[src/logic/core_macros.svh]
`ifndef CORE_MACROS_SVH
`define CORE_MACROS_SVH

// data and instruction word width
`define NB_DATA 32

// register index, 32 architectural registers
`define NB_REGWR 5

// retire sequence number, wraps at 128
`define NB_SEQ 7

// data memory depth in words
`define DMEM_WORDS 16

`endif

[src/logic/core_pkg.sv]
`default_nettype none

package core_pkg;

	// primary opcodes, MIPS numbering
	typedef enum logic [5:0] {
		OP_RTYPE = 6'd0,
		OP_ADDI  = 6'd8,
		OP_ORI   = 6'd13,
		OP_LW    = 6'd35,
		OP_SW    = 6'd43
	} opcode_e;

	// function field of register-format words
	typedef enum logic [5:0] {
		FN_ADD = 6'd32,
		FN_SUB = 6'd34,
		FN_AND = 6'd36,
		FN_OR  = 6'd37,
		FN_SLT = 6'd42
	} funct_e;

	typedef enum logic [2:0] {
		ALU_ADD = 3'd0,
		ALU_SUB = 3'd1,
		ALU_AND = 3'd2,
		ALU_OR  = 3'd3,
		ALU_SLT = 3'd4
	} alu_op_e;

	// same 32 bits, register view and immediate view
	typedef union packed {
		struct packed {
			opcode_e    opcode;
			logic [4:0] rs;
			logic [4:0] rt;
			logic [4:0] rd;
			logic [4:0] shamt;
			funct_e     funct;
		} r;
		struct packed {
			opcode_e     opcode;
			logic [4:0]  rs;
			logic [4:0]  rt;
			logic [15:0] imm;
		} i;
	} instr_word_t;

endpackage

`default_nettype wire

[src/logic/decode_stage.sv]
`default_nettype none
`include "core_macros.svh"

module decode_stage import core_pkg::*;
(
	input  logic                  clock,
	input  logic                  reset,
	input  logic                  run_i,
	input  logic                  instr_req_i,
	input  logic [`NB_DATA-1:0]   instr_i,
	output logic                  instr_ack_o,
	input  logic                  wr_en_i,
	input  logic [`NB_REGWR-1:0]  wr_reg_i,
	input  logic [`NB_DATA-1:0]   wr_data_i,
	output logic                  dec_valid_o,
	output logic [`NB_SEQ-1:0]    dec_seq_o,
	output alu_op_e               dec_alu_op_o,
	output logic [15:0]           dec_imm_o,
	output logic                  dec_imm_sext_o,
	output logic                  dec_use_imm_o,
	output logic [`NB_DATA-1:0]   dec_rs_val_o,
	output logic [`NB_DATA-1:0]   dec_rt_val_o,
	output logic [`NB_REGWR-1:0]  dec_dest_o,
	output logic                  dec_mem_rd_o,
	output logic                  dec_mem_wr_o,
	output logic                  dec_reg_wr_o
);

	instr_word_t           word;
	logic [`NB_DATA-1:0]   regs [32];
	logic [31:0]           pending_q;
	logic [`NB_SEQ-1:0]    seq_q;
	logic                  ack_q;
	alu_op_e               alu_op;
	logic                  use_imm;
	logic                  imm_sext;
	logic                  mem_rd;
	logic                  mem_wr;
	logic                  writes;
	logic                  reg_wr;
	logic [`NB_REGWR-1:0]  dest;
	logic                  hazard;
	logic                  accept;

	assign word = instr_i;
	assign instr_ack_o = ack_q;

	always_comb
	begin
		alu_op = ALU_ADD;
		use_imm = 1'b0;
		imm_sext = 1'b0;
		mem_rd = 1'b0;
		mem_wr = 1'b0;
		writes = 1'b0;
		dest = word.r.rd;
		case (word.r.opcode)
			OP_RTYPE:
			begin
				writes = 1'b1;
				case (word.r.funct)
					FN_ADD: alu_op = ALU_ADD;
					FN_SUB: alu_op = ALU_SUB;
					FN_AND: alu_op = ALU_AND;
					FN_OR:  alu_op = ALU_OR;
					FN_SLT: alu_op = ALU_SLT;
					// unknown function retires as no-op
					default: writes = 1'b0;
				endcase
			end
			OP_ADDI, OP_LW:
			begin
				use_imm = 1'b1;
				imm_sext = 1'b1;
				mem_rd = (word.i.opcode == OP_LW);
				writes = 1'b1;
				dest = word.i.rt;
			end
			OP_ORI:
			begin
				alu_op = ALU_OR;
				use_imm = 1'b1;
				writes = 1'b1;
				dest = word.i.rt;
			end
			OP_SW:
			begin
				use_imm = 1'b1;
				imm_sext = 1'b1;
				mem_wr = 1'b1;
				dest = word.i.rt;
			end
			default: writes = 1'b0;
		endcase
		// register 0 is never written
		reg_wr = writes && (dest != '0);
	end

	// stall on pending sources and on a pending destination to keep write order
	assign hazard = pending_q[word.r.rs] | pending_q[word.r.rt] | pending_q[dest];
	assign accept = run_i && instr_req_i && !ack_q && !hazard;

	// four-phase handshake where ack drops once req is gone
	always_ff @(posedge clock)
	begin
		if (reset)
			ack_q <= 1'b0;
		else if (accept)
			ack_q <= 1'b1;
		else if (ack_q && !instr_req_i)
			ack_q <= 1'b0;
	end

	always_ff @(posedge clock)
	begin
		if (reset)
		begin
			pending_q <= '0;
			seq_q <= '0;
		end
		else
		begin
			if (wr_en_i)
				pending_q[wr_reg_i] <= 1'b0;
			if (accept && reg_wr)
				pending_q[dest] <= 1'b1;
			if (accept)
				seq_q <= seq_q + 1'b1;
		end
	end

	// register file with its write port driven by the result stage
	always_ff @(posedge clock)
	begin
		if (reset)
		begin
			for (int k = 0; k < 32; k++)
				regs[k] <= '0;
		end
		else if (wr_en_i && (wr_reg_i != '0))
			regs[wr_reg_i] <= wr_data_i;
	end

	// decode to execute register
	always_ff @(posedge clock)
	begin
		if (reset)
		begin
			dec_valid_o <= 1'b0;
			dec_alu_op_o <= ALU_ADD;
			dec_imm_sext_o <= 1'b0;
			dec_use_imm_o <= 1'b0;
			dec_mem_rd_o <= 1'b0;
			dec_mem_wr_o <= 1'b0;
			dec_reg_wr_o <= 1'b0;
		end
		else if (run_i)
		begin
			dec_valid_o <= accept;
			dec_alu_op_o <= alu_op;
			dec_imm_sext_o <= imm_sext;
			dec_use_imm_o <= use_imm;
			dec_mem_rd_o <= mem_rd;
			dec_mem_wr_o <= mem_wr;
			dec_reg_wr_o <= reg_wr;
		end
	end

	always_ff @(posedge clock)
	begin
		if (run_i)
		begin
			dec_seq_o <= seq_q;
			dec_imm_o <= word.i.imm;
			dec_rs_val_o <= regs[word.r.rs];
			dec_rt_val_o <= regs[word.r.rt];
			dec_dest_o <= dest;
		end
	end

	// req seen at the edge where ack dropped
	ack_holds_during_req: assert property (@(posedge clock) disable iff (reset)
		$fell(instr_ack_o) |-> !$past(instr_req_i))
		else $error("instr_ack_o fell while instr_req_i high");

	// every write-back must come from an accepted, scoreboarded instruction
	wb_targets_pending: assert property (@(posedge clock) disable iff (reset)
		wr_en_i |-> (wr_reg_i != '0) && pending_q[wr_reg_i])
		else $error("write-back to register %0d not pending", wr_reg_i);

endmodule

`default_nettype wire

[src/logic/ex_mem_stage.sv]
`default_nettype none
`include "core_macros.svh"

module ex_mem_stage
(
	input  logic                  clock,
	input  logic                  reset,
	input  logic                  run_i,
	input  logic                  valid_i,
	input  logic [`NB_SEQ-1:0]    seq_i,
	input  logic [`NB_DATA-1:0]   alu_result_i,
	input  logic [`NB_DATA-1:0]   data_wr_to_mem_i,
	input  logic [`NB_REGWR-1:0]  write_reg_i,
	input  logic [1:0]            mem_signals_i,
	input  logic [1:0]            wb_signals_i,
	output logic                  valid_o,
	output logic [`NB_SEQ-1:0]    seq_o,
	output logic [`NB_DATA-1:0]   alu_result_o,
	output logic [`NB_DATA-1:0]   data_wr_to_mem_o,
	output logic [`NB_REGWR-1:0]  write_reg_o,
	output logic [1:0]            mem_signals_o,
	output logic [1:0]            wb_signals_o
);

	// valid and controls, held while frozen
	always_ff @(posedge clock)
	begin
		if (reset)
		begin
			valid_o <= 1'b0;
			mem_signals_o <= 2'b00;
			wb_signals_o <= 2'b00;
		end
		else if (run_i)
		begin
			valid_o <= valid_i;
			mem_signals_o <= mem_signals_i;
			wb_signals_o <= wb_signals_i;
		end
	end

	// payload
	always_ff @(posedge clock)
	begin
		if (run_i)
		begin
			seq_o <= seq_i;
			alu_result_o <= alu_result_i;
			data_wr_to_mem_o <= data_wr_to_mem_i;
			write_reg_o <= write_reg_i;
		end
	end

endmodule

`default_nettype wire

[src/logic/execute_stage.sv]
`default_nettype none
`include "core_macros.svh"

module execute_stage import core_pkg::*;
(
	input  logic                  clock,
	input  logic                  reset,
	input  logic                  run_i,
	input  logic                  dec_valid_i,
	input  logic [`NB_SEQ-1:0]    dec_seq_i,
	input  alu_op_e               dec_alu_op_i,
	input  logic [15:0]           dec_imm_i,
	input  logic                  dec_imm_sext_i,
	input  logic                  dec_use_imm_i,
	input  logic [`NB_DATA-1:0]   dec_rs_val_i,
	input  logic [`NB_DATA-1:0]   dec_rt_val_i,
	input  logic [`NB_REGWR-1:0]  dec_dest_i,
	input  logic                  dec_mem_rd_i,
	input  logic                  dec_mem_wr_i,
	input  logic                  dec_reg_wr_i,
	output logic                  ex_valid_o,
	output logic [`NB_SEQ-1:0]    ex_seq_o,
	output logic [`NB_DATA-1:0]   ex_alu_result_o,
	output logic [`NB_DATA-1:0]   ex_store_data_o,
	output logic [`NB_REGWR-1:0]  ex_dest_o,
	output logic [1:0]            ex_mem_signals_o,
	output logic [1:0]            ex_wb_signals_o
);

	logic [`NB_DATA-1:0] imm_ext;
	logic [`NB_DATA-1:0] op_b;
	logic [`NB_DATA-1:0] alu_result;

	// addi, lw and sw sign-extend, ori zero-extends
	assign imm_ext = dec_imm_sext_i ?
		{{(`NB_DATA-16){dec_imm_i[15]}}, dec_imm_i} :
		{{(`NB_DATA-16){1'b0}}, dec_imm_i};
	assign op_b = dec_use_imm_i ? imm_ext : dec_rt_val_i;

	always_comb
	begin
		case (dec_alu_op_i)
			ALU_ADD: alu_result = dec_rs_val_i + op_b;
			ALU_SUB: alu_result = dec_rs_val_i - op_b;
			ALU_AND: alu_result = dec_rs_val_i & op_b;
			ALU_OR:  alu_result = dec_rs_val_i | op_b;
			// signed compare
			ALU_SLT: alu_result = {{(`NB_DATA-1){1'b0}},
				($signed(dec_rs_val_i) < $signed(op_b))};
			default: alu_result = '0;
		endcase
	end

	always_ff @(posedge clock)
	begin
		if (reset)
		begin
			ex_valid_o <= 1'b0;
			ex_mem_signals_o <= 2'b00;
			ex_wb_signals_o <= 2'b00;
		end
		else if (run_i)
		begin
			ex_valid_o <= dec_valid_i;
			// mem: read, write
			ex_mem_signals_o <= {dec_mem_rd_i, dec_mem_wr_i};
			// wb: reg write, load data select
			ex_wb_signals_o <= {dec_reg_wr_i, dec_mem_rd_i};
		end
	end

	always_ff @(posedge clock)
	begin
		if (run_i)
		begin
			ex_seq_o <= dec_seq_i;
			ex_alu_result_o <= alu_result;
			ex_store_data_o <= dec_rt_val_i;
			ex_dest_o <= dec_dest_i;
		end
	end

	alu_op_defined: assert property (@(posedge clock) disable iff (reset)
		dec_valid_i |-> dec_alu_op_i inside {ALU_ADD, ALU_SUB, ALU_AND, ALU_OR, ALU_SLT})
		else $error("undefined alu operation %0d from decode", dec_alu_op_i);

endmodule

`default_nettype wire

[src/logic/pipe_core.sv]
`default_nettype none
`include "core_macros.svh"

module pipe_core import core_pkg::*;
(
	input  logic                  clock,
	input  logic                  reset,
	input  logic                  run_i,
	input  logic                  instr_req_i,
	input  logic [`NB_DATA-1:0]   instr_i,
	output logic                  instr_ack_o,
	output logic                  wb_valid_o,
	output logic [`NB_SEQ-1:0]    wb_seq_o,
	output logic                  wb_write_o,
	output logic [`NB_REGWR-1:0]  wb_reg_o,
	output logic [`NB_DATA-1:0]   wb_data_o
);

	// decode to execute
	logic                  dec_valid;
	logic [`NB_SEQ-1:0]    dec_seq;
	alu_op_e               dec_alu_op;
	logic [15:0]           dec_imm;
	logic                  dec_imm_sext;
	logic                  dec_use_imm;
	logic [`NB_DATA-1:0]   dec_rs_val;
	logic [`NB_DATA-1:0]   dec_rt_val;
	logic [`NB_REGWR-1:0]  dec_dest;
	logic                  dec_mem_rd;
	logic                  dec_mem_wr;
	logic                  dec_reg_wr;

	// execute to ex_mem
	logic                  ex_valid;
	logic [`NB_SEQ-1:0]    ex_seq;
	logic [`NB_DATA-1:0]   ex_alu_result;
	logic [`NB_DATA-1:0]   ex_store_data;
	logic [`NB_REGWR-1:0]  ex_dest;
	logic [1:0]            ex_mem_signals;
	logic [1:0]            ex_wb_signals;

	// ex_mem to result
	logic                  mem_valid;
	logic [`NB_SEQ-1:0]    mem_seq;
	logic [`NB_DATA-1:0]   mem_alu_result;
	logic [`NB_DATA-1:0]   mem_store_data;
	logic [`NB_REGWR-1:0]  mem_dest;
	logic [1:0]            mem_mem_signals;
	logic [1:0]            mem_wb_signals;

	// write-back into the register file
	logic                  wr_en;
	logic [`NB_REGWR-1:0]  wr_reg;
	logic [`NB_DATA-1:0]   wr_data;

	decode_stage i_decode_stage (
		.clock          (clock),
		.reset          (reset),
		.run_i          (run_i),
		.instr_req_i    (instr_req_i),
		.instr_i        (instr_i),
		.instr_ack_o    (instr_ack_o),
		.wr_en_i        (wr_en),
		.wr_reg_i       (wr_reg),
		.wr_data_i      (wr_data),
		.dec_valid_o    (dec_valid),
		.dec_seq_o      (dec_seq),
		.dec_alu_op_o   (dec_alu_op),
		.dec_imm_o      (dec_imm),
		.dec_imm_sext_o (dec_imm_sext),
		.dec_use_imm_o  (dec_use_imm),
		.dec_rs_val_o   (dec_rs_val),
		.dec_rt_val_o   (dec_rt_val),
		.dec_dest_o     (dec_dest),
		.dec_mem_rd_o   (dec_mem_rd),
		.dec_mem_wr_o   (dec_mem_wr),
		.dec_reg_wr_o   (dec_reg_wr)
	);

	execute_stage i_execute_stage (
		.clock            (clock),
		.reset            (reset),
		.run_i            (run_i),
		.dec_valid_i      (dec_valid),
		.dec_seq_i        (dec_seq),
		.dec_alu_op_i     (dec_alu_op),
		.dec_imm_i        (dec_imm),
		.dec_imm_sext_i   (dec_imm_sext),
		.dec_use_imm_i    (dec_use_imm),
		.dec_rs_val_i     (dec_rs_val),
		.dec_rt_val_i     (dec_rt_val),
		.dec_dest_i       (dec_dest),
		.dec_mem_rd_i     (dec_mem_rd),
		.dec_mem_wr_i     (dec_mem_wr),
		.dec_reg_wr_i     (dec_reg_wr),
		.ex_valid_o       (ex_valid),
		.ex_seq_o         (ex_seq),
		.ex_alu_result_o  (ex_alu_result),
		.ex_store_data_o  (ex_store_data),
		.ex_dest_o        (ex_dest),
		.ex_mem_signals_o (ex_mem_signals),
		.ex_wb_signals_o  (ex_wb_signals)
	);

	ex_mem_stage i_ex_mem_stage (
		.clock            (clock),
		.reset            (reset),
		.run_i            (run_i),
		.valid_i          (ex_valid),
		.seq_i            (ex_seq),
		.alu_result_i     (ex_alu_result),
		.data_wr_to_mem_i (ex_store_data),
		.write_reg_i      (ex_dest),
		.mem_signals_i    (ex_mem_signals),
		.wb_signals_i     (ex_wb_signals),
		.valid_o          (mem_valid),
		.seq_o            (mem_seq),
		.alu_result_o     (mem_alu_result),
		.data_wr_to_mem_o (mem_store_data),
		.write_reg_o      (mem_dest),
		.mem_signals_o    (mem_mem_signals),
		.wb_signals_o     (mem_wb_signals)
	);

	result_stage i_result_stage (
		.clock            (clock),
		.reset            (reset),
		.run_i            (run_i),
		.valid_i          (mem_valid),
		.seq_i            (mem_seq),
		.alu_result_i     (mem_alu_result),
		.data_wr_to_mem_i (mem_store_data),
		.write_reg_i      (mem_dest),
		.mem_signals_i    (mem_mem_signals),
		.wb_signals_i     (mem_wb_signals),
		.wr_en_o          (wr_en),
		.wr_reg_o         (wr_reg),
		.wr_data_o        (wr_data),
		.wb_valid_o       (wb_valid_o),
		.wb_seq_o         (wb_seq_o),
		.wb_write_o       (wb_write_o),
		.wb_reg_o         (wb_reg_o),
		.wb_data_o        (wb_data_o)
	);

endmodule

`default_nettype wire

[src/logic/result_stage.sv]
`default_nettype none
`include "core_macros.svh"

module result_stage
(
	input  logic                  clock,
	input  logic                  reset,
	input  logic                  run_i,
	input  logic                  valid_i,
	input  logic [`NB_SEQ-1:0]    seq_i,
	input  logic [`NB_DATA-1:0]   alu_result_i,
	input  logic [`NB_DATA-1:0]   data_wr_to_mem_i,
	input  logic [`NB_REGWR-1:0]  write_reg_i,
	input  logic [1:0]            mem_signals_i,
	input  logic [1:0]            wb_signals_i,
	output logic                  wr_en_o,
	output logic [`NB_REGWR-1:0]  wr_reg_o,
	output logic [`NB_DATA-1:0]   wr_data_o,
	output logic                  wb_valid_o,
	output logic [`NB_SEQ-1:0]    wb_seq_o,
	output logic                  wb_write_o,
	output logic [`NB_REGWR-1:0]  wb_reg_o,
	output logic [`NB_DATA-1:0]   wb_data_o
);

	localparam int NB_ADDR = $clog2(`DMEM_WORDS);

	logic [`NB_DATA-1:0] dmem [`DMEM_WORDS];
	logic [NB_ADDR-1:0]  addr;
	logic [`NB_DATA-1:0] load_data;
	logic                retire;

	// word addressed, low bits of the alu result
	assign addr = alu_result_i[NB_ADDR-1:0];
	assign load_data = mem_signals_i[1] ? dmem[addr] : '0;
	assign retire = run_i && valid_i;

	always_ff @(posedge clock)
	begin
		if (reset)
		begin
			for (int k = 0; k < `DMEM_WORDS; k++)
				dmem[k] <= '0;
		end
		else if (retire && mem_signals_i[0])
			dmem[addr] <= data_wr_to_mem_i;
	end

	// register file write lands on the same edge as the retire outputs
	assign wr_en_o = retire && wb_signals_i[1];
	assign wr_reg_o = write_reg_i;
	assign wr_data_o = wb_signals_i[0] ? load_data : alu_result_i;

	always_ff @(posedge clock)
	begin
		if (reset)
		begin
			wb_valid_o <= 1'b0;
			wb_write_o <= 1'b0;
		end
		else
		begin
			// one-cycle pulse, never while frozen
			wb_valid_o <= retire;
			if (retire)
				wb_write_o <= wb_signals_i[1];
		end
	end

	always_ff @(posedge clock)
	begin
		if (retire)
		begin
			wb_seq_o <= seq_i;
			wb_reg_o <= write_reg_i;
			wb_data_o <= wr_data_o;
		end
	end

	store_excludes_reg_write: assert property (@(posedge clock) disable iff (reset)
		valid_i |-> !(mem_signals_i[0] && wb_signals_i[1]))
		else $error("store and register write requested together, seq %0d", seq_i);

endmodule

`default_nettype wire

[config.mk]
export PLATFORM = sky130hd
export DESIGN_NAME = pipe_core
export DESIGN_NICKNAME = d
export VERILOG_FILES = /design/src/logic/core_pkg.sv /design/src/logic/decode_stage.sv /design/src/logic/ex_mem_stage.sv /design/src/logic/execute_stage.sv /design/src/logic/pipe_core.sv /design/src/logic/result_stage.sv
export VERILOG_INCLUDE_DIRS = /design/src /design/src/logic
export SDC_FILE = /design/constraint.sdc
export NUM_CORES = 2
export LEC_CHECK = 0
export ABC_AREA = 1
export BUFFER_PORTS_ARGS = -buffer_cell sky130_fd_sc_hd__buf_2
export CORE_UTILIZATION = 50
export CTS_CLUSTER_SIZE = 10
export DETAILED_ROUTE_END_ITERATION = 6
export PLACE_DENSITY = 0.67
export SYNTH_ARGS = -nofsm -noshare
export SYNTH_HDL_FRONTEND = slang
export SYNTH_HIERARCHICAL = 1
export SYNTH_SLANG_ARGS = --single-unit
[constraint.sdc]
create_clock -name clock -period 10.5 [get_ports clock]
set_clock_uncertainty 0.05 [all_clocks]
set_input_delay 1.05 -clock clock [delete_from_list [all_inputs] [get_ports clock]]
set_output_delay 1.05 -clock clock [all_outputs]
set_load 0.02 [all_outputs]
* Word level (Yosys, flattened, before mapping)
Memories as Yosys holds them, arrays and structs flattened. A register that Yosys moved wholly into a read port is not among the register bits.
Cells that the tools add are included.
** Storage, ports and cells
- Input bits :: 36
- Bits in writable memories :: 1536
- Logic and storage cells :: 135
- Latch bits :: 0
- Output and inout port bits :: 47
- ROM bits :: 0
- Memories kept :: 2
- Bits in registers :: 285
** Memories
- i_decode_stage.regs :: depth 32, bits a word 32, read ports 2, clocked after memory_dff 2, write ports 32, RTL line decode_stage.sv:30 : logic [`NB_DATA-1:0] regs [32];
- i_result_stage.dmem :: depth 16, bits a word 32, read ports 1, clocked after memory_dff 1, write ports 16, RTL line result_stage.sv:28 : logic [`NB_DATA-1:0] dmem [`DMEM_WORDS];
** Operators by class
- Multipliers :: 0
- Equality and inequality tests :: 13
- $add $sub $neg :: 3
- Muxes and demuxes :: 44
- Reduce and logical (&&, ||, !) cells :: 27
- Div/mod/pow operators :: 0
- Magnitude comparators :: 7
- Shifts and indexed selects :: 0
- Bitwise operators :: 7
** Operators by type and width (number)
- 2-to-1 mux 32 bit :: 9
- one-hot mux 32 bit (5 select lines) :: 1
- AND 32 bit :: 2
- bitwise OR 32 bit :: 2
- OR reduction 32 bit :: 2
- == test 6 bit (second input constant) :: 7
- adder 32 bit :: 1
- less-than comparator 32 bit :: 1
- inverter 32 bit :: 1
- subtractor 32 bit :: 1
- less-than comparator 5 x 6 -> 1 bit (second input constant) :: 4
- 2-to-1 mux 1 bit :: 22
- binary-select mux 1 bit (select 5 bit) :: 3
- == test 6 x 4 -> 1 bit (second input constant) :: 2
- logical AND 1 bit :: 12
- one-hot mux 3 bit (4 select lines) :: 1
- demux 1 bit (select 5 bit) :: 2
- greater-or-equal comparator 5 x 1 -> 1 bit (second input constant) :: 2
- 2-to-1 mux 5 bit :: 2
- nonzero test 5 bit :: 2
- 2-to-1 mux 4 bit :: 2
- adder 7 x 1 -> 7 bit (second input constant) :: 1
- == test 3 x 2 -> 1 bit (second input constant) :: 2
- zero test 6 bit :: 1
- other kinds (12) :: 16

* Logic depth before layout (Yosys ltp)
- Depth after elaboration :: 10
- Depth in mapped cells :: 20
- Mapped depth without buffers :: 19

* By module
The synthesis kept the hierarchy.
** By module, submodules not included
- decode_stage :: sequential area each 34493.1 um^2, area an instance 59424.5 um^2, cells each 6497, instances 1
- result_stage :: sequential area each 16736.1 um^2, area an instance 25323.0 um^2, cells each 2789, instances 1
- execute_stage :: sequential area each 2362.3 um^2, area an instance 9182.6 um^2, cells each 1437, instances 1
- ex_mem_stage :: sequential area each 2382.3 um^2, area an instance 2491.1 um^2, cells each 108, instances 1

* Least setup slack after synthesis
No wires, ideal clock.
- Path type :: in2reg
- From :: in run_i
- To :: mem i_decode_stage/regs[4][0] (netlist bit) (enable)
- Arrival :: 3.964 ns
- Library setup time :: 0.389 ns
- Data required time :: 10.061 ns
- Buffers on the path :: 2
- Setup slack :: 6.097 ns
- Stages :: 10
- Cells stage by stage :: nand2_1 -> inv_1 -> nand2_1 -> inv_1 -> nand3_1 -> inv_1 -> clkbuf_1 -> nand4_1 -> clkbuf_1 -> nand2_1
** RTL lines
- start: declaration :: RTL line pipe_core.sv:8 : input logic run_i,
- end: declaration :: RTL line decode_stage.sv:30

==> metrics.txt <==
# TYPE chip_impl_metric gauge
chip_impl_info{name="status",value="finished with violations"} 1
chip_impl_info{name="violations",value="design-rule violations"} 1
chip_impl_metric{name="clk_transition_reported_paths",unit="ns"} 0.06
chip_impl_metric{name="fin_nets",unit=""} 10600
chip_impl_metric{name="die-area",unit="um2"} 195000
chip_impl_metric{name="numCtsBuffers",unit=""} 213
chip_impl_metric{name="io_buffer_count",unit=""} 82
chip_impl_info{name="synthFlopType",value="edfxtp_1"} 1
chip_impl_metric{name="synthToLayoutAreaGrowth",unit="%"} 7.94
chip_impl_metric{name="chipHeight",unit="um"} 441
chip_impl_metric{name="min_period_over_period",unit="%"} 48.5
chip_impl_metric{name="design.core.area",unit="um2"} 191000
chip_impl_info{name="crit_type",value="reg -> reg"} 1
chip_impl_metric{name="routedWlPerCell",unit="um"} 28.1
chip_impl_metric{name="first_iteration_detailed_routing_drc_count",unit=""} 13300
chip_impl_metric{name="gr-usage-all-layers",unit="%"} 36.6
chip_impl_metric{name="pwr_density_cell",unit="nW/um2"} 174
chip_impl_info{name="cts-root-buf",value="clkbuf_16"} 1
chip_impl_metric{name="finalWorstSetupSlack",unit="ns"} 5.41
chip_impl_metric{name="detail-route-antenna-nets",unit=""} 0
chip_impl_metric{name="worst_slew_pin_slew",unit="ns"} 1.32
chip_impl_metric{name="hold-worst-slack",unit="ns"} 0.350
chip_impl_info{name="setup.worst_path.end_class",value="register"} 1
chip_impl_metric{name="grt_pass1_vias",unit=""} 77900
chip_impl_metric{name="timing.max_slew.rel_slack",unit="%"} 11.7
chip_impl_metric{name="asr_flop_ratio_synth",unit="%"} 0
chip_impl_metric{name="timing.critical_path.arrival",unit="ns"} 5.73
chip_impl_metric{name="die_width",unit="um"} 441
chip_impl_metric{name="core.rowCount",unit=""} 160
chip_impl_metric{name="dp.final_hpwl",unit="mm"} 218
chip_impl_metric{name="tns",unit="ns"} 0
chip_impl_metric{name="ys_ff_latch",unit=""} 1884
chip_impl_metric{name="synthCells",unit=""} 10800
chip_impl_metric{name="post-cts-setup-buffer-count",unit=""} 0
chip_impl_info{name="tritoncts_clock_tree",value="yes"} 1
chip_impl_metric{name="dpl_worst_slack",unit="ns"} 4.80
chip_impl_metric{name="finalSetupViolations",unit=""} 0
chip_impl_metric{name="post_synth.cell_area_avg",unit="um2"} 8.90
chip_impl_metric{name="max_cap_violations",unit=""} 0
chip_impl_metric{name="total_leakage_power",unit="nW"} 41.0
chip_impl_metric{name="netlist_area",unit="um2"} 96400
chip_impl_metric{name="synthDistinctLibCells",unit=""} 52
chip_impl_metric{name="power.total",unit="mW"} 18.1
chip_impl_metric{name="timing_hold_violations_final",unit=""} 0
chip_impl_metric{name="initial_utilization",unit="%"} 50.5
chip_impl_metric{name="drc_errors",unit=""} 15
chip_impl_metric{name="detailed_route_via_count",unit=""} 83700
chip_impl_metric{name="routed_via_density",unit=""} 6.44
chip_impl_metric{name="worstPathMaxFanout",unit=""} 70
chip_impl_metric{name="synth-edff-count",unit=""} 1824
chip_impl_metric{name="ys_seq_area_share",unit="%"} 58.1
chip_impl_metric{name="grt_antenna_before_repair",unit=""} 19
chip_impl_info{name="hold_path.class",value="reg -> reg"} 1
chip_impl_metric{name="cts_h_tree_lvls",unit=""} 4
chip_impl_metric{name="pre_repair_dr_iteration_count",unit=""} 7
chip_impl_metric{name="post_route_cells_drive_above_1_share",unit="%"} 6.40
chip_impl_metric{name="gpl.final_weighted_congestion",unit=""} 0.975
chip_impl_metric{name="cts_hold_repair.buffers",unit=""} 0
chip_impl_metric{name="cts_resized",unit=""} 0
chip_impl_metric{name="yosys_warnings",unit=""} 6
chip_impl_metric{name="wire_length_of_the_first_global_routing_pass",unit="mm"} 520
chip_impl_info{name="critical_path.startpoint_type",value="register"} 1
chip_impl_metric{name="grt_overflow_total",unit=""} 0
chip_impl_metric{name="timing.final.crit_period",unit="ns"} 5.09
chip_impl_metric{name="floorplan.io_pins",unit=""} 83
chip_impl_metric{name="maximum_number_of_pins_on_one_net_before_global_route_repair",unit=""} 183
chip_impl_metric{name="timing.final.max_slew_violations",unit=""} 0
chip_impl_metric{name="drt-total-wl",unit="mm"} 365
chip_impl_metric{name="clock_path_buffers",unit=""} 3
chip_impl_metric{name="fill_cells",unit=""} 16800
chip_impl_metric{name="required_time_reported_for_the_critical_path_endpoint",unit="ns"} 11.14
chip_impl_metric{name="clock.fmax",unit="MHz"} 196
chip_impl_info{name="unrepaired_setup_endpoints_after_global_routing",value="no"} 1
chip_impl_metric{name="clock_latency",unit="ns"} 0.89
chip_impl_metric{name="clock_sink_count",unit=""} 1884
chip_impl_metric{name="ir_drop",unit="uV"} 168
## flip-flops by register name, summed over array words and instances, names as in the netlist, 16 cells and up
| signal | cells |
|---|---|
| i_decode_stage/regs | 1024 |
| i_result_stage/dmem | 512 |
| i_decode_stage/pending_q | 32 |
| i_decode_stage/dec_rs_val_o | 32 |
| i_ex_mem_stage/alu_result_o | 32 |
| i_decode_stage/dec_imm_o | 16 |
| i_execute_stage/ex_alu_result_o | 32 |
| i_ex_mem_stage/data_wr_to_mem_o | 32 |
| i_execute_stage/ex_store_data_o | 32 |
| i_result_stage/wb_data_o | 32 |
| i_decode_stage/dec_rt_val_o | 32 |
## cells in the mapped netlist, types with 17 or more instances
master / n / area [um2]
a21oi_1: 199 / 996
a31oi_1: 77 / 482
a32o_1: 17 / 170
a32oi_1: 52 / 455
buf_1: 24 / 90.1
buf_2: 127 / 636
buf_4: 22 / 165
clkbuf_1: 715 / 2680
dfxtp_1: 60 / 1200
edfxtp_1: 1824 / 54800
ha_1: 113 / 1410
inv_1: 438 / 1640
nand2_1: 2231 / 8370
nand3_1: 327 / 1640
nand4_1: 20 / 125
nor2_1: 2750 / 10300
nor3_1: 17 / 85.1
o211ai_1: 19 / 143
o21ai_0: 1159 / 5800
o221ai_1: 391 / 3420
o22ai_1: 77 / 482
or2_2: 19 / 119
## critical path: stages (launching register included)
cell,delay [ns]
edfxtp_1,0.48
buf_4,0.71
buf_4,0.73
buf_4,0.65
nand2_1,0.12
nand2_1,0.10
nand2_1,0.05
nand2_1,0.09
nand2_1,0.05
nand2_1,0.13
o21ai_0,0.20
nand2_1,0.43
inv_1,0.61
nor2_1,0.28
## final cells by class
class / instances / area [um2] / share of cell area, %
inverter: 457 / 1770 / 1.70
clock inverter: 25 / 443 / 0.426
antenna: 7 / 17.5 / 0.0168
sequential: 1884 / 56000 / 53.8
tap: 2511 / 3140 / 3.02
multi-input combinational: 7625 / 35400 / 34.1
clock buffer: 268 / 5630 / 5.41
timing repair buffer: 233 / 1660 / 1.59
## kinds of logic after synthesis
group,count (synthesis),share of synthesized area [%]
and+or+nand+nor,5420,21.9
AOI/OAI and AO/OA,2052,12.9
DFF,1884,58.1
buffers and inverters,1353,5.57
adders and majority gates,115,1.51
xor gates and xnor gates,6,0.0545
other,1,0.00389
## metrics by stage
| step | util (%) | cell area [um2] | instances |
|---|---|---|---|
| after floorplan | - | 96500 | 10900 |
| after global placement | 51.4 | 98000 | 12700 |
| after detailed placement | 51.4 | 98000 | 12700 |
| after CTS | 54.5 | 104000 | 13000 |
| after global routing | 54.5 | 104000 | 13000 |
| final | 54.6 | 104000 | 13000 |
## placed cells by master (no fill, tap or decap), types with 74 or more instances in the layout
cell type,count
nor2_1,2748
nand2_1,2142
edfxtp_1,1824
o21ai_0,1159
inv_1,430
o221ai_1,391
nand3_1,327
clkbuf_16,217
a21oi_1,198
buf_4,148
ha_1,113
nand2_2,95
o22ai_1,77
a31oi_1,77
buf_2,74
## report_power, final
part / switching, mW / internal, mW
combinational: 1.98 / 0.558
clock: 3.01 / 3.79
sequential: 0.211 / 8.58
## metal layers
| layer | part of all wire [%] | track usage, % | vias up |
|---|---|---|---|
| met5 | 0.013 | 0 | - |
| met4 | 7.3 | 23.4 | 6 |
| met3 | 13 | 10.0 | 1384 |
| met2 | 43 | 54.8 | 6404 |
| li1 | - | - | 36000 |
| met1 | 36 | 46.8 | 40000 |
## final timing paths
kind | slack, ns | startpoint | cells past startpoint | to
max | 5.41 | i_ex_mem_stage/alu_result_o[0] | 13 | i_decode_stage/regs[13][4]
min | 0.35 | i_execute_stage/ex_store_data_o[8] | 0 | i_ex_mem_stage/data_wr_to_mem_o[8]
max reg2reg | 5.41 | i_ex_mem_stage/alu_result_o[0] | 13 | i_decode_stage/regs[13][4]
min reg2reg | 0.35 | i_execute_stage/ex_store_data_o[8] | 0 | i_ex_mem_stage/data_wr_to_mem_o[8]
Power figures use the tool's default switching activity.
